<file path="config.mk">
export PLATFORM = sky130hd
export DESIGN_NAME = victim_select
export DESIGN_NICKNAME = d
export VERILOG_FILES = /design/src/hw/victim_select.sv
export SDC_FILE = /design/constraint.sdc
export NUM_CORES = 1
export LEC_CHECK = 0
export BUFFER_PORTS_ARGS = -buffer_cell sky130_fd_sc_hd__buf_2
export CAP_MARGIN = 20
export CORE_AREA = 2 2 39 41
export DETAILED_ROUTE_END_ITERATION = 10
export DIE_AREA = 0 0 41 43
export SETUP_SLACK_MARGIN = 0.02
export SLEW_MARGIN = 20
export SYNTH_ARGS = -nofsm -noshare
export SYNTH_HDL_FRONTEND = slang
export SYNTH_SLANG_ARGS = --single-unit
</file>
<file path="constraint.sdc">
create_clock -name CLK -period 1 [get_ports CLK]
set_input_delay 0.1 -clock CLK [delete_from_list [all_inputs] [get_ports CLK]]
set_output_delay 0.1 -clock CLK [all_outputs]
set_load 0.01 [all_outputs]
</file>
<file path="src/hw/victim_select.sv">
`timescale 1ns/10ps
`default_nettype none

module victim_select (
	input wire logic CLK,
	input wire logic rst,
	input wire logic [1:0] line_valid,
	output logic [1:0] victim
);

	// Nonzero start value, the all-zero state would lock up
	localparam logic [7:0] SEED = 8'hA5;

	logic [7:0] lfsr;
	logic feedback;

	// x^8 + x^6 + x^5 + x^4 + 1, maximal length
	assign feedback = lfsr[7] ^ lfsr[5] ^ lfsr[4] ^ lfsr[3];

	// Free-running, steps every cycle
	always_ff @(posedge CLK) begin
		if (rst) begin
			lfsr <= SEED;
		end else begin
			lfsr <= {lfsr[6:0], feedback};
		end
	end

	// Lowest free way first
	// When both ways are taken, the LFSR low bit picks one
	always_comb begin
		if (!line_valid[0]) begin
			victim = 2'b01;
		end else if (!line_valid[1]) begin
			victim = 2'b10;
		end else if (lfsr[0]) begin
			victim = 2'b10;
		end else begin
			victim = 2'b01;
		end
	end

endmodule

`default_nettype wire

</file>
* Word-level counts from Yosys, hierarchy flattened *
Index checks and enable logic that the tools add are counted.

operators by class
  multiplexer cells = 3
  bitwise gates (word level) = 3

operator list
  operator           number
  2-bit two-way mux  3
  1-bit XOR          3

word-level totals
  input bits = 4
  bits in registers = 8
  output and inout bits = 2

* Logic depth before layout (Yosys ltp) *
  word-level depth = 3
  mapped depth = 3
  gate-level depth less buffers = 3

* Worst setup path after synthesis *
OpenSTA, ideal clock, no wires.

  kind = reg2reg
  start = register lfsr[3]
  end = register lfsr[0]
  data required time = 0.883 ns
  stages on the path, launching flop included = 4
  library setup time = 0.117 ns
  setup slack = 0.225 ns
  data arrival time = 0.659 ns
  period minus slack after synthesis = 0.775 ns
  cells stage by stage = dfxtp_1 xor2_1 xnor2_1 nand2b_1

on the way
  cells in the longest elaborated chain, start to end = 1

RTL lines
  element                 line  text
  from (decl)             14    logic [7:0] lfsr;
  from (signal assigned)  25    lfsr <= {lfsr[6:0], feedback};
  1-bit XOR               18    assign feedback = lfsr[7] ^ lfsr[5] ^ lfsr[4] ^ lfsr[3];

Every way passes these cells.
A chain may end at the register's enable or synchronous reset.

* Final worst setup path *
  start = register lfsr[0]
  end = output port victim[1]

on the way
  cells in the longest elaborated chain, start to end = 3

RTL lines
  element            line  text
  2-bit two-way mux  36    end else if (lfsr[0]) begin
  2-bit two-way mux  34    end else if (!line_valid[1]) begin
  2-bit two-way mux  32    if (!line_valid[0]) begin
  to (decl)          8     output logic [1:0] victim

Every way passes these cells.

==> metrics.md <==
| Metric | Value |
|---|---|
| Worst r2r src | `lfsr[3]$_SDFF_PP0_` |
| Global-route wire length before repair | `476 um` |
| Synth unique cells | `9` |
| Final Util | `0.233` |
| Routed wire length | `323 um` |
| Reg clk slew, reported paths | `approximately 50 ps` |
| Commonest cells post-synth | `dfxtp_1 (8), inv_1 (3), nor2b_1 (3), or2_1 (3), xor2_1 (2)` |
| CTS Buffer Depth | `2` |
| CTS Sinks | `8` |
| Post-Syn Area | `250 um2` |
| Post-synth EDFFs | `0` |
| Avg Cell Area, Syn | `10.9 um2` |
| Final Critical Period | `approximately 950 ps` |
| Residual DRC | `0` |
| Synthesis-to-layout area growth | `29.0%` |
| Post-synth top flop | `dfxtp_1` |
| Starting density of the core | `0.181` |
| Port Buf Inserts | `5` |
| Final ANT Viol Nets | `0` |
| Die W | `41 um` |
| Die H | `about 43 um` |
| Remaining Overflow, GRT | `0` |
| TritonCTS Buffers | `3` |
| I/O pin total | `6` |
| Status | `completed` |
| Synth top area share | `0.640` |
| CP Max Fanout | `2` |
| Fillcell total | `153` |
| Core ar. | `1380 um2` |
| Layout cell share with drive strength beyond 1 | `0.323` |
| # rows | `14` |
| Clk_lat worst skew | `240 ps` |
| Max Cap Violations | `0` |
| Slew Viols, Final | `0` |
| Vias in the first global route | `126` |
| Synth warn | `0` |
| Hold Fails Final Rpt | `0` |
| Yosys top cell by area | `dfxtp_1` |
| Largest regs | `lfsr x8` |
| DR WL/cell | `6.87 um` |
| Setup Crit Path Kind | `flop to output pin` |
| H-tree depth | `1` |
| Fin cells | `47` |
| Largest net degree at the start of global routing | `9` |
| Initial DRC Count | `0` |
| Crit Reg-Reg Endpoint | `lfsr[0]$_SDFF_PP1_` |
| Register-to-Register Setup Slack | `190 ps` |
| Diodes inserted | `0` |
| CP endpoint | `victim[1]` |
| CTS root buf | `clkbuf_4` |
| CP arrival | `850 ps` |
| Seq cells post-synth | `8` |
| Initial antenna violation count | `0` |
| CP startpoint | `lfsr[0]$_SDFF_PP1_` |
| Peak supply drop | `approximately 0.80 mV` |
| Max Clock Skew | `a little under 0.7 ps` |
| Synthesized instance count | `23` |
| Largest cells by area after synthesis | `dfxtp_1 (64%), nor2b_1 (7.5%), or2_1 (7.5%)` |
| Final Net Count | `37` |
| Leakage Power | `0.152 nW` |
| Seq/Total Area, Yosys | `0.640` |
| Global placer's final weighted congestion | `about 0.61` |
| Actual slew at the worst max-slew pin | `156 ps` |
| Top reg by flops | `lfsr` |
| Count leader, synth | `dfxtp_1` |
| Die Footprint | `1760 um2` |
| CP Capture Type | `output pin` |
| Worst r2r path cells | `3` |
| Hold_buf cts | `0` |
| Final Setup Violations | `0` |
| DRT Pass-1 Iters | `1` |
| TritonCTS clock tree | `done` |
| Placed cell count | `44` |
| F_max | `1.05 GHz` |
| Async set-reset flop share out of synthesis | `0` |
| Relative slew slack | `0.896` |
| Power Density | `2050 nW/um2` |
| Fin crit share | `0.955` |
| Via density per instance | `~3.3` |
| Max FFs per register | `8` |
| RSZ-0062 raised after global routing | `yes` |
| Crit start category | `flop` |
| Via count | `155` |
| Post-CTS setup buffer count | `0` |
| Worst path required time | `900 ps` |
| Worst Hold Class | `input pin to flop` |
| Tot GR Track Use | `0.0465` |
| Net Count, Synth | `27` |
[critical path: stages (launching register included)]
cell and delay, ps:
dfxtp_2 320, o21ai_2 110, inv_1 50, buf_2 130
[layer usage]
layer  global-route usage  wire, um  up-vias
met1               0.0656       171       64
met2               0.0344       118        6
met5                    0         0        -
met4               0.0800         0        0
li1                     -         -       85
met3               0.0157        33        0
[power by group]
part           total [mW]  switching (mW)  internal (mW)  leakage, nW
Clock               0.235          0.0981          0.137       0.0138
Sequential          0.364          0.0134          0.351       0.0668
Combinational      0.0633          0.0283         0.0350       0.0712
[cell usage in the layout (no fill, tap or decap)]
master,count
dfxtp_2,1
nor2b_1,3
o21ai_2,1
nand2b_1,1
inv_1,3
nor2_1,1
buf_2,5
dfxtp_1,7
xnor2_1,1
xor2_1,2
or2_1,3
clkbuf_4,3
[cell type report]
class | count | area, um2 | area share
clock buffer | 3 | 22.5 | 0.0698
timing repair buffer | 5 | 25.0 | 0.0775
inverter | 3 | 11.3 | 0.0349
tap | 16 | 20.0 | 0.0620
multi-input combinational | 12 | 82.6 | 0.256
sequential | 8 | 161 | 0.500
[worst min path at each step]
| stage | from | to | slack [ps] | depth (start not counted) |
|---|---|---|---|---|
| after floorplan | rst | lfsr[1]$_SDFF_PP0_ | 170 | 1 |
| after global placement | rst | lfsr[1]$_SDFF_PP0_ | 350 | 2 |
| after detailed placement | rst | lfsr[1]$_SDFF_PP0_ | 350 | 2 |
| after CTS | rst | lfsr[1]$_SDFF_PP0_ | 80 | 2 |
| after global routing | rst | lfsr[1]$_SDFF_PP0_ | 100 | 2 |
| final | rst | lfsr[1]$_SDFF_PP0_ | 90 | 2 |
[timing repair]
| action | in CTS | in global routing |
|---|---|---|
| setup endpoints to repair | 1 | 1 |
| pin swaps | 1 | 0 |
| resized for setup | 2 | 0 |
[logic make-up after synthesis]
logic type / count (synthesis) / synth area share
buffers and inverters: 3 / 0.0450
AO/OA/AOI/OAI: 1 / 0.0200
AND/OR/NAND/NOR: 8 / 0.190
flip-flops: 8 / 0.640
XOR/XNOR: 3 / 0.105
[stage by stage]
stage | worst slack, ps | hold slack, ps | area (um2) | TNS, ps | power [mW]
final | 45.2 | 92.9 | 323 | 0 | 0.662
after global routing | -9.52 | 100 | 323 | -9.52 | 0.699
after detailed placement | 194 | 355 | 295 | 0 | 0.430
after global placement | 183 | 349 | 295 | 0 | 0.430
after floorplan | 225 | 167 | 250 | 0 | 0.408
after CTS | 42.0 | 84.4 | 323 | 0 | 0.679
Note: power is estimated with default switching activity, not from simulation.
