--- config.mk ---
export PLATFORM = sky130hd
export DESIGN_NAME = icache_ctrl_flat
export DESIGN_NICKNAME = d
export VERILOG_FILES = /design/src/hw/icache_pkg.sv /design/src/hw/icache_way_if.sv /design/src/hw/icache_ctrl.sv /design/src/flat_wrapper.sv
export SDC_FILE = /design/constraint.sdc
export NUM_CORES = 1
export LEC_CHECK = 0
export ABC_AREA = 1
export BUFFER_PORTS_ARGS = -buffer_cell sky130_fd_sc_hd__buf_2
export CAP_MARGIN = 30
export CORE_AREA = 2 2 196 198
export DETAILED_ROUTE_END_ITERATION = 6
export DIE_AREA = 0 0 198 200
export GPL_ROUTABILITY_DRIVEN = 0
export PLACE_DENSITY_LB_ADDON = 0.2
export SLEW_MARGIN = 20
export SYNTH_ARGS = -nofsm -noshare
export SYNTH_HDL_FRONTEND = slang
export SYNTH_SLANG_ARGS = --single-unit
--- constraint.sdc ---
create_clock -name CLK -period 2.8 [get_ports CLK]
set_clock_uncertainty 0.2 [all_clocks]
set_input_delay 0.56 -clock CLK [delete_from_list [all_inputs] [get_ports CLK]]
set_output_delay 0.56 -clock CLK [all_outputs]
set_load 0.03 [all_outputs]
--- src/hw/icache_pkg.sv ---
`default_nettype none

package icache_pkg;

	// Fetch side byte address
	localparam int ADDR_W = 32;

	// One instruction word
	localparam int WORD_W = 32;

	// Memory bus beat, two words wide
	localparam int BEAT_W = 64;

	// A 32-byte line arrives in four beats
	localparam int BEATS = 4;

	// Byte offset inside a line
	localparam int OFFSET_W = 5;

	typedef logic [ADDR_W-1:0] addr_t;
	typedef logic [WORD_W-1:0] word_t;
	typedef logic [BEAT_W-1:0] beat_t;

	// Beat number inside a line, also address bits [4:3]
	typedef logic [1:0] beat_idx_t;

	// Controller states
	typedef enum logic [2:0] {
		IDLE,
		LOOKUP,
		REFILL_ADDR,
		REFILL_DATA,
		RESPOND,
		FLUSH
	} ctrl_state_t;

endpackage

`default_nettype wire

--- src/hw/icache_way_if.sv ---
`timescale 1ns/10ps
`default_nettype none

interface icache_way_if #(
	parameter int LINES = 64
);

	// Set index and tag widths follow the number of sets
	localparam int IDX_W = $clog2(LINES);
	localparam int TAG_W = icache_pkg::ADDR_W - icache_pkg::OFFSET_W - IDX_W;

	// Lookup side
	logic lookup_en;
	logic [IDX_W-1:0] index;
	logic [TAG_W-1:0] tag;
	icache_pkg::beat_idx_t beat_sel;

	// Refill side, one beat per strobe
	logic fill_en;
	icache_pkg::beat_idx_t fill_beat;
	icache_pkg::beat_t fill_data;
	logic alloc;
	logic inval_all;

	// Results back from the way
	logic hit;
	icache_pkg::beat_t rd_beat;
	logic line_valid;

	modport ctrl (
		output lookup_en, index, tag, beat_sel,
		output fill_en, fill_beat, fill_data, alloc, inval_all,
		input hit, rd_beat, line_valid
	);

	modport way (
		input lookup_en, index, tag, beat_sel,
		input fill_en, fill_beat, fill_data, alloc, inval_all,
		output hit, rd_beat, line_valid
	);

endinterface

`default_nettype wire

--- src/hw/icache_ctrl.sv ---
`timescale 1ns/10ps
`default_nettype none

module icache_ctrl #(
	parameter int LINES = 64
) (
	input wire logic CLK,
	input wire logic rst,

	// Fetch request
	input wire logic req_valid,
	output logic req_ready,
	input wire icache_pkg::addr_t req_addr,

	// Fetch response
	output logic rsp_valid,
	input wire logic rsp_ready,
	output icache_pkg::word_t rsp_data,

	input wire logic flush,

	// Refill read channel
	output icache_pkg::addr_t mem_araddr,
	output logic mem_arvalid,
	input wire logic mem_arready,
	input wire icache_pkg::beat_t mem_rdata,
	input wire logic mem_rlast,
	input wire logic mem_rvalid,
	output logic mem_rready,

	icache_way_if.ctrl way0,
	icache_way_if.ctrl way1,
	input wire logic [1:0] victim
);

	localparam int IDX_W = $clog2(LINES);
	localparam int TAG_W = icache_pkg::ADDR_W - icache_pkg::OFFSET_W - IDX_W;
	localparam int WORD_W = icache_pkg::WORD_W;

	icache_pkg::ctrl_state_t state;
	icache_pkg::ctrl_state_t state_nxt;

	// Captured fetch address and the address the ways look at
	icache_pkg::addr_t addr_q;
	icache_pkg::addr_t look_addr;

	logic [1:0] victim_q;
	icache_pkg::beat_idx_t beat_cnt;
	icache_pkg::beat_t hit_beat;

	logic accept;
	logic rd_fire;
	logic refill_done;
	logic lookup_en;
	logic hit_any;
	logic miss;

	// Handshakes
	assign req_ready = (state == icache_pkg::IDLE) && !flush;
	assign accept = req_valid && req_ready;
	assign rsp_valid = (state == icache_pkg::RESPOND);

	assign mem_arvalid = (state == icache_pkg::REFILL_ADDR);
	assign mem_rready = (state == icache_pkg::REFILL_DATA);
	assign mem_araddr = {addr_q[icache_pkg::ADDR_W-1:icache_pkg::OFFSET_W],
		{icache_pkg::OFFSET_W{1'b0}}};

	assign rd_fire = mem_rvalid && mem_rready;
	assign refill_done = rd_fire && mem_rlast;

	// Ways read on acceptance and again on the last refill beat
	assign lookup_en = accept || refill_done;

	// In IDLE the request goes straight to the arrays
	assign look_addr = (state == icache_pkg::IDLE) ? req_addr : addr_q;

	// Hit combine, at most one way hits
	assign hit_any = way0.hit || way1.hit;
	assign hit_beat = way0.hit ? way0.rd_beat : way1.rd_beat;
	assign miss = (state == icache_pkg::LOOKUP) && !hit_any;

	// Next state
	always_comb begin
		state_nxt = state;
		case (state)
			icache_pkg::IDLE: begin
				// Flush has priority over a new fetch
				if (flush) begin
					state_nxt = icache_pkg::FLUSH;
				end else if (req_valid) begin
					state_nxt = icache_pkg::LOOKUP;
				end
			end
			icache_pkg::LOOKUP: begin
				if (hit_any) begin
					state_nxt = icache_pkg::RESPOND;
				end else begin
					state_nxt = icache_pkg::REFILL_ADDR;
				end
			end
			icache_pkg::REFILL_ADDR: begin
				if (mem_arready) begin
					state_nxt = icache_pkg::REFILL_DATA;
				end
			end
			icache_pkg::REFILL_DATA: begin
				// Back to LOOKUP, which now hits
				if (refill_done) begin
					state_nxt = icache_pkg::LOOKUP;
				end
			end
			icache_pkg::RESPOND: begin
				if (rsp_ready) begin
					state_nxt = icache_pkg::IDLE;
				end
			end
			icache_pkg::FLUSH: begin
				state_nxt = icache_pkg::IDLE;
			end
			default: begin
				state_nxt = icache_pkg::IDLE;
			end
		endcase
	end

	always_ff @(posedge CLK) begin
		if (rst) begin
			state <= icache_pkg::IDLE;
		end else begin
			state <= state_nxt;
		end
	end

	always_ff @(posedge CLK) begin
		if (accept) begin
			addr_q <= req_addr;
		end
	end

	// Victim held for the whole burst
	always_ff @(posedge CLK) begin
		if (rst) begin
			victim_q <= 2'b00;
		end else if (miss) begin
			victim_q <= victim;
		end
	end

	// Beat counter, cleared while the address phase is pending
	always_ff @(posedge CLK) begin
		if (rst) begin
			beat_cnt <= '0;
		end else if (state == icache_pkg::REFILL_ADDR) begin
			beat_cnt <= '0;
		end else if (rd_fire) begin
			beat_cnt <= beat_cnt + 1'b1;
		end
	end

	// Word pick by address bit 2, lower address in the low half
	always_ff @(posedge CLK) begin
		if ((state == icache_pkg::LOOKUP) && hit_any) begin
			if (addr_q[2]) begin
				rsp_data <= hit_beat[WORD_W +: WORD_W];
			end else begin
				rsp_data <= hit_beat[0 +: WORD_W];
			end
		end
	end

	// Way 0 strobes
	assign way0.lookup_en = lookup_en;
	assign way0.index = look_addr[icache_pkg::OFFSET_W +: IDX_W];
	assign way0.tag = look_addr[icache_pkg::ADDR_W-1 -: TAG_W];
	assign way0.beat_sel = look_addr[icache_pkg::OFFSET_W-1 -: 2];
	assign way0.fill_en = rd_fire && victim_q[0];
	assign way0.fill_beat = beat_cnt;
	assign way0.fill_data = mem_rdata;
	assign way0.alloc = miss && victim[0];
	assign way0.inval_all = (state == icache_pkg::FLUSH);

	// Way 1 strobes
	assign way1.lookup_en = lookup_en;
	assign way1.index = look_addr[icache_pkg::OFFSET_W +: IDX_W];
	assign way1.tag = look_addr[icache_pkg::ADDR_W-1 -: TAG_W];
	assign way1.beat_sel = look_addr[icache_pkg::OFFSET_W-1 -: 2];
	assign way1.fill_en = rd_fire && victim_q[1];
	assign way1.fill_beat = beat_cnt;
	assign way1.fill_data = mem_rdata;
	assign way1.alloc = miss && victim[1];
	assign way1.inval_all = (state == icache_pkg::FLUSH);

endmodule

`default_nettype wire

--- src/flat_wrapper.sv ---
// flat-port wrapper written by rule: the top's interface ports become plain ports
module icache_ctrl_flat 
#(
	parameter int LINES = 64
)
  (CLK, rst, req_valid, req_ready, req_addr, rsp_valid, rsp_ready, rsp_data, flush, mem_araddr, mem_arvalid, mem_arready, mem_rdata, mem_rlast, mem_rvalid, mem_rready, victim, way0_lookup_en, way0_index, way0_tag, way0_beat_sel, way0_fill_en, way0_fill_beat, way0_fill_data, way0_alloc, way0_inval_all, way0_hit, way0_rd_beat, way0_line_valid, way1_lookup_en, way1_index, way1_tag, way1_beat_sel, way1_fill_en, way1_fill_beat, way1_fill_data, way1_alloc, way1_inval_all, way1_hit, way1_rd_beat, way1_line_valid);
  icache_way_if #(.LINES(LINES)) way0_i ();
  icache_way_if #(.LINES(LINES)) way1_i ();
  input wire logic CLK;
  input wire logic rst;
  input wire logic req_valid;
  output logic req_ready;
  input wire icache_pkg::addr_t req_addr;
  output logic rsp_valid;
  input wire logic rsp_ready;
  output icache_pkg::word_t rsp_data;
  input wire logic flush;
  output icache_pkg::addr_t mem_araddr;
  output logic mem_arvalid;
  input wire logic mem_arready;
  input wire icache_pkg::beat_t mem_rdata;
  input wire logic mem_rlast;
  input wire logic mem_rvalid;
  output logic mem_rready;
  input wire logic [1:0] victim;
  output wire logic [$bits(way0_i.lookup_en)-1:0] way0_lookup_en;
  output wire logic [$bits(way0_i.index)-1:0] way0_index;
  output wire logic [$bits(way0_i.tag)-1:0] way0_tag;
  output wire logic [$bits(way0_i.beat_sel)-1:0] way0_beat_sel;
  output wire logic [$bits(way0_i.fill_en)-1:0] way0_fill_en;
  output wire logic [$bits(way0_i.fill_beat)-1:0] way0_fill_beat;
  output wire logic [$bits(way0_i.fill_data)-1:0] way0_fill_data;
  output wire logic [$bits(way0_i.alloc)-1:0] way0_alloc;
  output wire logic [$bits(way0_i.inval_all)-1:0] way0_inval_all;
  input wire logic [$bits(way0_i.hit)-1:0] way0_hit;
  input wire logic [$bits(way0_i.rd_beat)-1:0] way0_rd_beat;
  input wire logic [$bits(way0_i.line_valid)-1:0] way0_line_valid;
  output wire logic [$bits(way1_i.lookup_en)-1:0] way1_lookup_en;
  output wire logic [$bits(way1_i.index)-1:0] way1_index;
  output wire logic [$bits(way1_i.tag)-1:0] way1_tag;
  output wire logic [$bits(way1_i.beat_sel)-1:0] way1_beat_sel;
  output wire logic [$bits(way1_i.fill_en)-1:0] way1_fill_en;
  output wire logic [$bits(way1_i.fill_beat)-1:0] way1_fill_beat;
  output wire logic [$bits(way1_i.fill_data)-1:0] way1_fill_data;
  output wire logic [$bits(way1_i.alloc)-1:0] way1_alloc;
  output wire logic [$bits(way1_i.inval_all)-1:0] way1_inval_all;
  input wire logic [$bits(way1_i.hit)-1:0] way1_hit;
  input wire logic [$bits(way1_i.rd_beat)-1:0] way1_rd_beat;
  input wire logic [$bits(way1_i.line_valid)-1:0] way1_line_valid;
  assign way0_lookup_en = way0_i.lookup_en;
  assign way0_index = way0_i.index;
  assign way0_tag = way0_i.tag;
  assign way0_beat_sel = way0_i.beat_sel;
  assign way0_fill_en = way0_i.fill_en;
  assign way0_fill_beat = way0_i.fill_beat;
  assign way0_fill_data = way0_i.fill_data;
  assign way0_alloc = way0_i.alloc;
  assign way0_inval_all = way0_i.inval_all;
  assign way0_i.hit = way0_hit;
  assign way0_i.rd_beat = way0_rd_beat;
  assign way0_i.line_valid = way0_line_valid;
  assign way1_lookup_en = way1_i.lookup_en;
  assign way1_index = way1_i.index;
  assign way1_tag = way1_i.tag;
  assign way1_beat_sel = way1_i.beat_sel;
  assign way1_fill_en = way1_i.fill_en;
  assign way1_fill_beat = way1_i.fill_beat;
  assign way1_fill_data = way1_i.fill_data;
  assign way1_alloc = way1_i.alloc;
  assign way1_inval_all = way1_i.inval_all;
  assign way1_i.hit = way1_hit;
  assign way1_i.rd_beat = way1_rd_beat;
  assign way1_i.line_valid = way1_line_valid;
  icache_ctrl #(.LINES(LINES)) u_core (.CLK(CLK), .rst(rst), .req_valid(req_valid), .req_ready(req_ready), .req_addr(req_addr), .rsp_valid(rsp_valid), .rsp_ready(rsp_ready), .rsp_data(rsp_data), .flush(flush), .mem_araddr(mem_araddr), .mem_arvalid(mem_arvalid), .mem_arready(mem_arready), .mem_rdata(mem_rdata), .mem_rlast(mem_rlast), .mem_rvalid(mem_rvalid), .mem_rready(mem_rready), .way0(way0_i), .way1(way1_i), .victim(victim));
endmodule
; ---- Word-level counts from Yosys, hierarchy flattened
; Index checks and enable logic that the tools add are counted.
[totals]
regBits = 71
inputBits = 238
output_inout_bits = 266
[op_classes]
add_sub_neg = 1
eq_ne = 9
n_mux = 10
reduce_logical = 17
[op_table]
columns = op, n
row1 = 32-bit 2-to-1 mux, 2
row2 = 64-bit 2-to-1 mux, 1
row3 = 3-bit 2-to-1 mux, 6
row4 = 3-bit case mux with 5 select lines, 1
row5 = 1-bit logical AND, 10
row6 = "3-bit by 2-bit equality test with 1-bit output, second input constant", 2
row7 = "3-bit equality test, second input constant", 2
row8 = "2-bit by 1-bit inequality test with 1-bit output, second input constant", 2
row9 = 4-bit AND reduction, 1
row10 = "3-bit by 1-bit equality test with 1-bit output, second input constant", 1
row11 = 3-bit zero test, 1
row12 = "3-bit inequality test, second input constant", 1
row13 = "2-bit by 1-bit adder with 2-bit output, second input constant", 1
row14 = 1-bit zero test, 2
row15 = 1-bit logical OR, 2
row16 = "2-bit inequality test, second input constant", 1
row17 = 2-bit OR reduction, 1

; ---- Longest topological paths before layout
; Gate-level depths: netlist of the first run.
[logic_depth]
depth_word = 5
mapped_depth = 8

; ---- Worst setup path before layout of the first run
; Ideal clock, no wire load.
[synth_path]
path_kind = register to register
from = register u_core.state[0]
to = register u_core.addr_q[10], enable pin
setup_ns = 0.417
arrival_time_ns = 2.121
slack_ns = 0.062
path_stages_with_launch = 7
path_cell_list = dfxtp_1 nor2_2 nand2_2 inv_2 buf_6 nand2_2 nor2_1
[synth_via]
elab_chain_len = 3
[synth_lines]
columns = element, line
row1 = "start, declared", icache_ctrl.sv:40  ; icache_pkg::ctrl_state_t state;
row2 = "start signal, assigned", icache_ctrl.sv:128  ; state <= icache_pkg::IDLE;
row3 = "start signal, assigned", icache_ctrl.sv:130  ; state <= state_nxt;
row4 = 3-bit zero test, icache_ctrl.sv:59  ; assign req_ready = (state == icache_pkg::IDLE) && !flush;
row5 = 1-bit logical AND, icache_ctrl.sv:59
row6 = 1-bit logical AND, icache_ctrl.sv:60  ; assign accept = req_valid && req_ready;
row7 = named net u_core.accept, icache_ctrl.sv:51  ; logic accept;
row8 = "end signal, assigned", icache_ctrl.sv:136  ; addr_q <= req_addr;
row9 = "end, declared", icache_ctrl.sv:44  ; icache_pkg::addr_t addr_q;
; The timed path passes the listed nets, and every way through them passes these cells.
; A chain may end at the register's enable or synchronous reset.

; ---- Final worst setup path of the first run
[layout_path]
from = register u_core.state[1]
to = output port way1_index[4]
[layout_via]
elab_chain_len = 2
[layout_lines]
columns = element, line
row1 = 3-bit zero test, icache_ctrl.sv:75  ; assign look_addr = (state == icache_pkg::IDLE) ? req_addr : addr_q;
row2 = 32-bit 2-to-1 mux, icache_ctrl.sv:75
row3 = "end, declared", flat_wrapper.sv:39  ; output wire logic [$bits(way1_i.index)-1:0] way1_index;
; Every way passes these cells.

==> key figures, run 1 <==
Yosys
  – Asr flop ratio synth: 0
  – Synthesized area per cell: 8.27 sq um
  – Netlist cell types: 25
  – #FFs+latches synth: 69
  – Number of enable flip-flop cells after synthesis: 62
  – Ys flop type: edfxtp_1
  – Ys Warns: 0
  – Mapped Area: 5050 sq um
  – Register area share after synthesis: 0.396
  – Mapped Cells: 611
  – Simple-Gate Fraction of Synth Area: 0.157
  – Synth Area in XOR/XNOR: 0
  – Adder-cell share of the synthesized area: 0
  – Largest family of logic cells by synthesized area: buffers and inverters
  – Mux cell area share after synthesis: 0
  – Fraction of the mapped netlist area in compound gates: 0.110

Floorplanning
  – Site Rows: 71
  – Chip width: 198 um
  – Die Height: 200 um
  – Die Area: 39600 sq um
  – Core Area: 37400 sq um
  – Io pins: 504
  – Initial core utilization: 0.135

Route
  – Iteration-0 DRC Markers: 188
  – DR WL/cell: 19.3 um
  – DRT antenna net count: 0
  – Via density per instance: 3.53
  – 1st-pass router iterations: 5
  – Vias: 4369
  – DRC: 0
  – WL final: 23800 um

Place
  – Placed cell area: 5720 sq um
  – HPWL after detailed placement: 19500 um
  – PortBufs: 302

STA
  – Minimum clock period: 2580 ps
  – Fin. Hold Viols: 0
  – Setup TNS: 0 ps
  – RSZ-0062 raised after global routing: false
  – Final Max Slew Viols: 0
  – Worst-margin pin slew: 501 ps
  – Max Freq: 388 MHz
  – Final worst-path cycle share: 0.920
  – Setup-failing EPs final: 0
  – Slew headroom: 0.662
  – Hold slack: 197 ps

Power and ir drop
  – Design internal power: 2.99 mW
  – Logic gate share of total power: 0.608
  – P per Cell Area: 1110 nW/um^2
  – Peak VDD IR: 0.000325 V
  – Leakage: 2.77 nW
  – Seq pwr share: 0.225
  – Clock share of power: 0.166
  – NetSw: 3.67 mW
  – Switching portion of total power: 0.551

GRT
  – Largest net degree at the start of global routing: 65
  – First-pass GRT wire length: 31100 um
  – Total track usage: 0.115
  – Gr ovfl total: 0
  – Initial antenna violation count: 4
  – Vias in the first global route: 4099

Job
  – Max_cap viols: 0

Clock network
  – Worst-Skew Late Latency: 350 ps
  – Total CTS buffers: 9
  – CTS Buffer Depth: 2
  – CTS tree: built
  – Clock transition at path regs: 60 ps
  – CTS Hold Bufs: 0
  – Clk sinks: 69
  – Root Buffer: clkbuf_16
  – H-tree levels: 3

Status
  – Status: complete, no violations

Critical path
  – Data required, critical path: 2040 ps
  – R2R cell count: 6
  – Critical Path Fanout Max: 29
  – CP Launch Type: register
  – Start of the worst register-to-register path: u_core.state[1]$_SDFFE_PP0P_
  – CP max stage cell: dfxtp_1
  – R2r setup slk: 850 ps
  – CP most frequent cell: nand2_1
  – Reg-to-Reg End: u_core.addr_q[31]$_DFFE_PP_
  – Delay-heaviest family, CP: buffers and inverters
  – CP cell instances: nor2_2, nand2_2, buf_4, nand2_1, nand2_1, buf_2
  – Kind of critical path: reg2out
  – Crit path from: u_core.state[1]$_SDFFE_PP0P_
  – Critical path arrival: 1820 ps
  – Critical path endpoint category: output port
  – Worst Path Buf+Inv: 2
  – CP Depth: 6
  – Max incr delay on CP: 500 ps

Finish
  – Area growth, synth to finish: 18.6%
  – Storage element area: 2000 sq um
  – Design area: 5990 sq um
  – Area of the multi-input gates: 1370 sq um
  – Fin nets: 957
  – Share of cells above drive strength 1: 0.471
  – Fillers: 4315

Worst hold path
  – Worst Hold End: u_core.addr_q[2]$_DFFE_PP_
  – Worst min-delay path category: in2reg
  – Worst Hold Launch: req_addr[2]
  – Worst hold path stage count: 1
## registers in the layout, indices dropped and copies added, names as in the netlist
| register | cells |
|---|---|
| u_core.addr_q | 30 |
| u_core.way0.fill_beat | 2 |
| u_core.rsp_data | 32 |
| u_core.state | 3 |
| u_core.victim_q | 2 |
## kinds of logic after synthesis
| family | count (synthesis) |
|---|---|
| buffers and inverters | 245 |
| AND/OR/NAND/NOR | 193 |
| AO/OA/AOI/OAI | 103 |
| flip-flops | 69 |
| other | 1 |
## synthesized netlist by cell type, types with 4 or more instances
cell type,count,share of area
buf_6,5,0.011
inv_2,5,0.0037
dfxtp_1,7,0.028
o21ai_0,64,0.063
nand2_1,98,0.073
a21oi_1,5,0.0050
edfxtp_1,62,0.37
inv_1,21,0.016
buf_4,196,0.29
o22ai_1,32,0.040
nor2_1,75,0.056
buf_2,4,0.0040
clkbuf_1,14,0.010
nand3_1,7,0.0069
## placed cells by master, fill, tap and decap left out, drive strengths merged
cell type / netlist / final
buf: 205 / 312
nand2: 100 / 100
nor2: 78 / 78
o21ai: 65 / 65
edfxtp: 62 / 62
o22ai: 32 / 32
inv: 26 / 26
clkbuf: 14 / 12
nand3: 8 / 8
dfxtp: 7 / 7
a21oi: 5 / 5
conb: 1 / 5
nor3: 4 / 4
clkinv: 0 / 3
diode: 0 / 2
or2: 2 / 2
nand4: 1 / 1
o211ai: 1 / 1
clkinvlp: 0 / 1
## power by group through the flow
stage / clock [mW] / sequential [mW] / combinational, mW
2_1_floorplan: 0 / 1.75 / 3.42
3_3_place_gp: 0 / 1.52 / 4.12
3_5_place_dp: 0 / 1.52 / 4.12
4_1_cts: 1.20 / 1.51 / 4.12
5_1_grt: 1.22 / 1.53 / 4.40
6_report: 1.11 / 1.50 / 4.05
## layer usage
layer,vias up,GRT usage,part of all wire
li1,2028,-,-
met1,1943,0.115,0.36
met2,342,0.202,0.49
met3,50,0.0541,0.11
met4,6,0.0590,0.038
met5,-,0,0.0017
## worst max path at each step
stage / endpoint / slack [ps]
floorplan: u_core.addr_q[10]$_DFFE_PP_ / 60
global placement: way0_tag[8] / 500
detailed placement: way0_tag[8] / 500
CTS: way0_tag[8] / 110
global route: way1_tag[13] / 30
finish: way1_index[4] / 220
## through the flow
stage / setup WS (ps) / power (mW) / cells / utilization
detailed placement: 503 / 5.64 / 1219 / 0.153
CTS: 110 / 6.82 / 1235 / 0.160
global route: 33.1 / 7.15 / 1236 / 0.160
global placement: 501 / 5.65 / 1219 / 0.153
floorplan: 62.1 / 5.16 / 615 / -
finish: 223 / 6.66 / 1237 / 0.160
## area by class of cell
| cell class | count | area share |
|---|---|---|
| Antenna cell | 2 | 0.000835 |
| Clock buffer | 12 | 0.0395 |
| Clock inverter | 4 | 0.00439 |
| Inverter | 26 | 0.0167 |
| Multi-Input combinational cell | 301 | 0.229 |
| Sequential cell | 69 | 0.334 |
| Tap cell | 511 | 0.107 |
| Timing Repair Buffer | 312 | 0.269 |
## what timing repair did
| item | 4_1_cts | 5_1_grt |
|---|---|---|
| buffers inserted | 0 | 0 |
| gates resized for setup | 0 | 2 |
| setup endpoints to repair | 0 | 5 |
No activity file was read; power rests on OpenSTA's default activity.
==> run 2, diff against run 1 <==
PLACE_DENSITY = 0.4   (was unset)
PLACE_DENSITY_LB_ADDON = unset   (was 0.2)
==> run 2 against run 1 <==
Effect of this change:
- clock-buffer cell count down 2
- sequential share of layout area down 0.15 points
- setup slack gained 16 ps
- register-to-register slack got worse by 90 ps
- cell count decreased by 0.16%
- sequential power barely moved
- first-iteration DRC count decreased by 22%
- power grew 0.15%
- critical endpoint is now way0_tag[0]
- non-clock buffer count is the same
- global-route usage is essentially flat
- critical path depth did not move
==> key figures, run 2 (same netlist as run 1, synthesis figures left out) <==
STA
  – Setup TNS: 0 ps (unchanged)
  – Max Freq: 390 MHz (+0.61%)
  – Fin. Hold Viols: 0 (unchanged)
  – Final worst-path cycle share: 0.915 (-0.00557)
  – Final Max Slew Viols: 0 (unchanged)
  – Worst-margin pin slew: 502 ps (+0.502 ps)
  – Minimum clock period: 2560 ps (-15.6 ps)
  – PnR worst setup slack: 239 ps (+15.6 ps)
  – RSZ-0062 raised after global routing: false
  – Setup-failing EPs final: 0 (unchanged)
  – Slew headroom: 0.662 (about the same)

Route
  – DR WL/cell: 19.3 um (+0.30%)
  – DRC: 0 (unchanged)
  – Iteration-0 DRC Markers: 147 (-22%)
  – Via density per instance: 3.50 (-0.89%)
  – WL final: 23900 um (+0.14%)
  – Vias: 4323 (-1.1%)
  – 1st-pass router iterations: 4 (-1)
  – DRT antenna net count: 0 (unchanged)

GRT
  – Total track usage: 0.116 (about the same)
  – Gr ovfl total: 0 (unchanged)
  – First-pass GRT wire length: 30800 um (-1.0%)
  – Largest net degree at the start of global routing: 65 (unchanged)
  – Initial antenna violation count: 4 (unchanged)
  – Vias in the first global route: 3961 (-3.4%)

Critical path
  – CP most frequent cell: nand2_1
  – Critical Path Fanout Max: 29 (unchanged)
  – Worst Path Buf+Inv: 3 (+1)
  – R2r setup slk: 760 ps (-90 ps)
  – Critical path endpoint category: output port
  – Start of the worst register-to-register path: u_core.state[1]$_SDFFE_PP0P_
  – CP cell instances: inv_2, nand2_2, buf_4, nand2_1, nand2_1, buf_2
  – Max incr delay on CP: 440 ps (-60 ps)
  – Kind of critical path: reg2out
  – CP max stage cell: dfxtp_1
  – Data required, critical path: 2040 ps (about the same)
  – Critical path arrival: 1800 ps (-20 ps)
  – Reg-to-Reg End: u_core.addr_q[5]$_DFFE_PP_
  – CP Launch Type: register
  – Delay-heaviest family, CP: buffers and inverters
  – R2R cell count: 6 (unchanged)

Finish
  – Top flop regs: u_core.rsp_data x32, u_core.addr_q x30, u_core.state x3
  – Fin nets: 957 (unchanged)
  – ANT cells: 0 (-2)
  – Biggest register: u_core.rsp_data
  – Util after Layout: 0.161 (+0.000736)
  – Commonest non-fill, non-tap cell in the layout: buf_2
  – Commonest cells after routing, fill and taps aside: buf_2, nand2_1, nor2_1
  – Final cell count without fillers: 1235 (-0.16%)
  – Share of cells above drive strength 1: 0.470 (-0.00138)
  – Fillers: 4269 (-1.1%)
  – Area growth, synth to finish: 19.1%
  – Max reg flops: 32 (unchanged)

Floorplanning
  – Io pins: 504 (unchanged)
  – Core Area: 37400 sq um (unchanged)
  – Site Rows: 71 (unchanged)
  – Chip width: 198 um (unchanged)
  – Initial core utilization: 0.135 (unchanged)
  – Die Height: 200 um (unchanged)
  – Die Area: 39600 sq um (unchanged)

Power and ir drop
  – Power, Total: 6.67 mW (+0.15%)
  – P per Cell Area: 1110 nW/um^2 (-0.30%)
  – Peak VDD IR: 0.000317 V (-2.3%)
  – Leakage: 2.78 nW (+0.40%)

Clock network
  – Worst-Skew Late Latency: 350 ps (about the same)
  – Clock transition at path regs: 60 ps (about the same)
  – CTS Hold Bufs: 0 (unchanged)
  – Root Buffer: clkbuf_16
  – Clk sinks: 69 (unchanged)
  – CTS Buffer Depth: 2 (unchanged)
  – H-tree levels: 3 (unchanged)
  – CTS tree: built
  – Total CTS buffers: 9 (unchanged)
  – Setup bufs post-CTS: 0 (unchanged)
  – Resize count post-CTS: 0 (unchanged)

Worst hold path
  – Worst min-delay path category: in2reg
  – Worst Hold End: u_core.addr_q[2]$_DFFE_PP_
  – Worst Hold Launch: req_addr[2]
  – Worst hold path stage count: 1 (unchanged)

Place
  – HPWL after detailed placement: 19900 um (+2.1%)
  – Setup Slack @ Placement: 463 ps (-39.6 ps)
  – PortBufs: 302 (unchanged)
  – Dpl cells: 1219 (unchanged)

Job
  – Max_cap viols: 0 (unchanged)

Status
  – Status: complete, no violations
run 2: cell types whose count changed in the layout (fill, tap and decap cells not counted):
cell,before,now
diode_2,2,0
clkinv_2,2,1
buf_12,2,3
clkinv_4,1,0
clkbuf_1,3,1
buf_4,8,7
bufinv_16,0,1
clkinv_1,0,3
run 2: per-stage QoR:
step | cell area (sq um) | hold slack (ps)
final | 6020 | 191
after global routing | 6020 | 159
after CTS | 6020 | 151
after detailed placement | 5730 | 264
after global placement | 5730 | 259
after floorplan | 5070 | 239
run 2: final cells by class:
type	count	area (sq um)	share of cell area
Clock inverter	6	53.8	0.00894
Inverter	26	100	0.0166
Multi-Input combinational cell	301	1370	0.228
Tap cell	511	639	0.106
Sequential cell	69	2000	0.333
Timing Repair Buffer	312	1620	0.270
Clock buffer	10	229	0.0380
run 2: layer usage:
layer | track usage | share of wire | vias to the layer above
li1 | - | - | 2024
met1 | 0.109 | 0.34 | 1879
met2 | 0.208 | 0.50 | 378
met3 | 0.0608 | 0.12 | 42
met4 | 0.0512 | 0.033 | 0
met5 | 0 | 0 | -
run 2: power breakdown:
group / internal, mW / leakage, nW / switching [mW]
sequential: 1.41 / 0.628 / 0.105
combinational: 0.968 / 2.02 / 3.02
clock: 0.680 / 0.135 / 0.493
total: 3.05 / 2.78 / 3.62
run 2: worst max path at each step:
stage / cells past startpoint / end / startpoint / slack, ps
finish: 6 / way0_tag[0] / u_core.state[2]$_SDFFE_PP0P_ / 240
global route: 6 / way0_lookup_en / u_core.state[1]$_SDFFE_PP0P_ / 80
CTS: 6 / way0_lookup_en / u_core.state[1]$_SDFFE_PP0P_ / 60
detailed placement: 6 / way0_lookup_en / u_core.state[1]$_SDFFE_PP0P_ / 460
global placement: 6 / way0_lookup_en / u_core.state[1]$_SDFFE_PP0P_ / 490
floorplan: 6 / u_core.addr_q[10]$_DFFE_PP_ / u_core.state[0]$_SDFFE_PP0P_ / 60
run 2: worst reg2reg max path, delay by kind of cell, from the launching register on:
| kind | cells | cell delay (ps) |
|---|---|---|
| AND/OR/NAND/NOR | 4 | 480 |
| buffers and inverters | 2 | 610 |
| flip-flops | 1 | 390 |
==> run 3, diff against run 2 <==
--- a/constraint.sdc
+++ b/constraint.sdc
@@ -4,2 +4,2 @@
 set_output_delay 0.56 -clock CLK [all_outputs]
-set_load 0.03 [all_outputs]
+set_load 0.1 [all_outputs]
==> run 3 against run 2 <==
Effect of this change:
- maximum frequency is 2.5% lower
- wire length is 1.7% higher
- critical path depth is 1 higher
- design area is 16% higher
- hold slack worse by 3.8 ps
- sequential cell count stayed put
- non-clock buffer count is 1 lower
- via count is 0.67% higher
- global-route usage is 0.21 points higher
- first-iteration DRC count is 18% higher
- sequential share of layout area is 4.6 points lower
- critical endpoint is now way1_lookup_en
==> key figures, run 3 (same netlist as run 1, synthesis figures left out) <==
Clock network
  – Root Buffer: clkbuf_16
  – Setup bufs post-CTS: 0 (unchanged)
  – Worst-Skew Late Latency: 350 ps (about the same)
  – Clk sinks: 69 (unchanged)
  – Clock transition at path regs: 70 ps (about the same)
  – H-tree levels: 3 (unchanged)
  – CTS tree: built
  – CTS Buffer Depth: 2 (unchanged)
  – Total CTS buffers: 9 (unchanged)

GRT
  – Largest net degree at the start of global routing: 65 (unchanged)
  – Initial antenna violation count: 5 (+1)
  – First-pass GRT wire length: 32200 um (+4.5%)
  – Total track usage: 0.118 (+0.00207)
  – Gr ovfl total: 0 (unchanged)
  – Vias in the first global route: 4233 (+6.9%)

Finish
  – Max reg flops: 32 (unchanged)
  – Biggest register: u_core.rsp_data
  – Commonest non-fill, non-tap cell in the layout: buf_2
  – Commonest cells after routing, fill and taps aside: buf_2, nand2_1, nor2_1
  – Area growth, synth to finish: 38.4%
  – Util after Layout: 0.187 (+0.0260)
  – Share of cells above drive strength 1: 0.481 (+0.0117)
  – Design area: 6990 sq um (+16%)
  – Fin nets: 956 (-0.10%)
  – Top flop regs: u_core.rsp_data x32, u_core.addr_q x30, u_core.state x3

Route
  – DRT antenna net count: 0 (unchanged)
  – DRC: 0 (unchanged)
  – Via density per instance: 3.52 (+0.67%)
  – Vias: 4352 (+0.67%)
  – 1st-pass router iterations: 5 (+1)
  – DR WL/cell: 19.7 um (+1.7%)
  – Iteration-0 DRC Markers: 174 (+18%)
  – WL final: 24300 um (+1.7%)

Place
  – HPWL after detailed placement: 20300 um (+2.2%)
  – Placed cell area: 6660 sq um (+16%)
  – PortBufs: 302 (unchanged)

Floorplanning
  – Io pins: 504 (unchanged)
  – Site Rows: 71 (unchanged)
  – Die Height: 200 um (unchanged)
  – Initial core utilization: 0.135 (unchanged)
  – Die Area: 39600 sq um (unchanged)
  – Core Area: 37400 sq um (unchanged)
  – Chip width: 198 um (unchanged)

STA
  – Max Freq: 381 MHz (-2.5%)
  – RSZ-0062 raised after global routing: false
  – Final worst-path cycle share: 0.938 (+0.0234)
  – Minimum clock period: 2630 ps (+65.6 ps)
  – Final Max Slew Viols: 0 (unchanged)
  – Hold slack: 187 ps (-3.84 ps)
  – Worst-margin pin slew: 650 ps (+148 ps)
  – Fin. Hold Viols: 0 (unchanged)
  – Slew headroom: 0.566 (-0.0954)
  – Setup-failing EPs final: 0 (unchanged)

Worst hold path
  – Worst hold path stage count: 1 (unchanged)
  – Worst Hold End: u_core.addr_q[2]$_DFFE_PP_
  – Worst Hold Launch: req_addr[2]
  – Worst min-delay path category: in2reg

Critical path
  – Critical Path Fanout Max: 24 (-17%)
  – Critical path endpoint category: output port
  – Data required, critical path: 2040 ps (about the same)
  – Kind of critical path: reg2out
  – R2R cell count: 7 (+1)
  – CP Launch Type: register
  – Start of the worst register-to-register path: u_core.state[1]$_SDFFE_PP0P_
  – R2r setup slk: 680 ps (-80 ps)
  – Reg-to-Reg End: u_core.addr_q[9]$_DFFE_PP_
  – Critical path arrival: 1870 ps (+70 ps)

Job
  – Max_cap viols: 0 (unchanged)

Status
  – Status: complete, no violations
-- run 3: metrics by stage --
step	worst slack, ps	std cells	TNS (ps)
6_report	173	1235	0
5_1_grt	5.93	1234	0
4_1_cts	59.7	1234	0
3_5_place_dp	460	1218	0
3_3_place_gp	455	1218	0
2_1_floorplan	-168	615	-168
-- run 3: worst max path at each step --
| stage | endpoint | start | cells after the start | slack [ps] |
|---|---|---|---|---|
| after floorplan | way1_inval_all | u_core.state[2]$_SDFFE_PP0P_ | 3 | -170 |
| after global placement | way1_beat_sel[0] | u_core.state[1]$_SDFFE_PP0P_ | 6 | 460 |
| after detailed placement | way1_beat_sel[0] | u_core.state[1]$_SDFFE_PP0P_ | 6 | 460 |
| after CTS | way1_beat_sel[0] | u_core.state[1]$_SDFFE_PP0P_ | 6 | 60 |
| after global routing | way1_lookup_en | u_core.state[1]$_SDFFE_PP0P_ | 7 | 6 |
| final | way1_lookup_en | u_core.state[1]$_SDFFE_PP0P_ | 7 | 170 |
-- run 3: critical path, stage by stage, from the launching register on --
cell and delay (ps):
dfxtp_1 420, nor2_4 150, nand2_2 70, inv_2 150, buf_12 190, nand2_2 100
o21ai_4 220, buf_12 210
-- run 3: area by class of cell --
type | instances | area [sq um]
Sequential cell | 69 | 2000
Timing Repair Buffer | 311 | 2520
Inverter | 26 | 97.6
Multi-Input combinational cell | 301 | 1400
Antenna cell | 1 | 2.50
Tap cell | 511 | 639
Fill cell | 4186 | 30400
Clock inverter | 7 | 98.8
Clock buffer | 9 | 225
-- run 3: what timing repair did --
action,in CTS,in global routing
resized for setup,0,2
endpoints found under the setup margin,0,28
hold buffers,0,0
-- run 3: routing by layer --
layer / GRT usage / vias to the layer above / routed length, um
met5: 0 / - / 44
met3: 0.0620 / 43 / 3190
met2: 0.214 / 358 / 12200
met1: 0.109 / 1927 / 8000
met4: 0.0543 / 6 / 911
li1: - / 2018 / -
Power of run 3 is left out: the tool's default activity adds up to more than one toggle a clock period on the data nets, which glitch-free logic cannot reach.
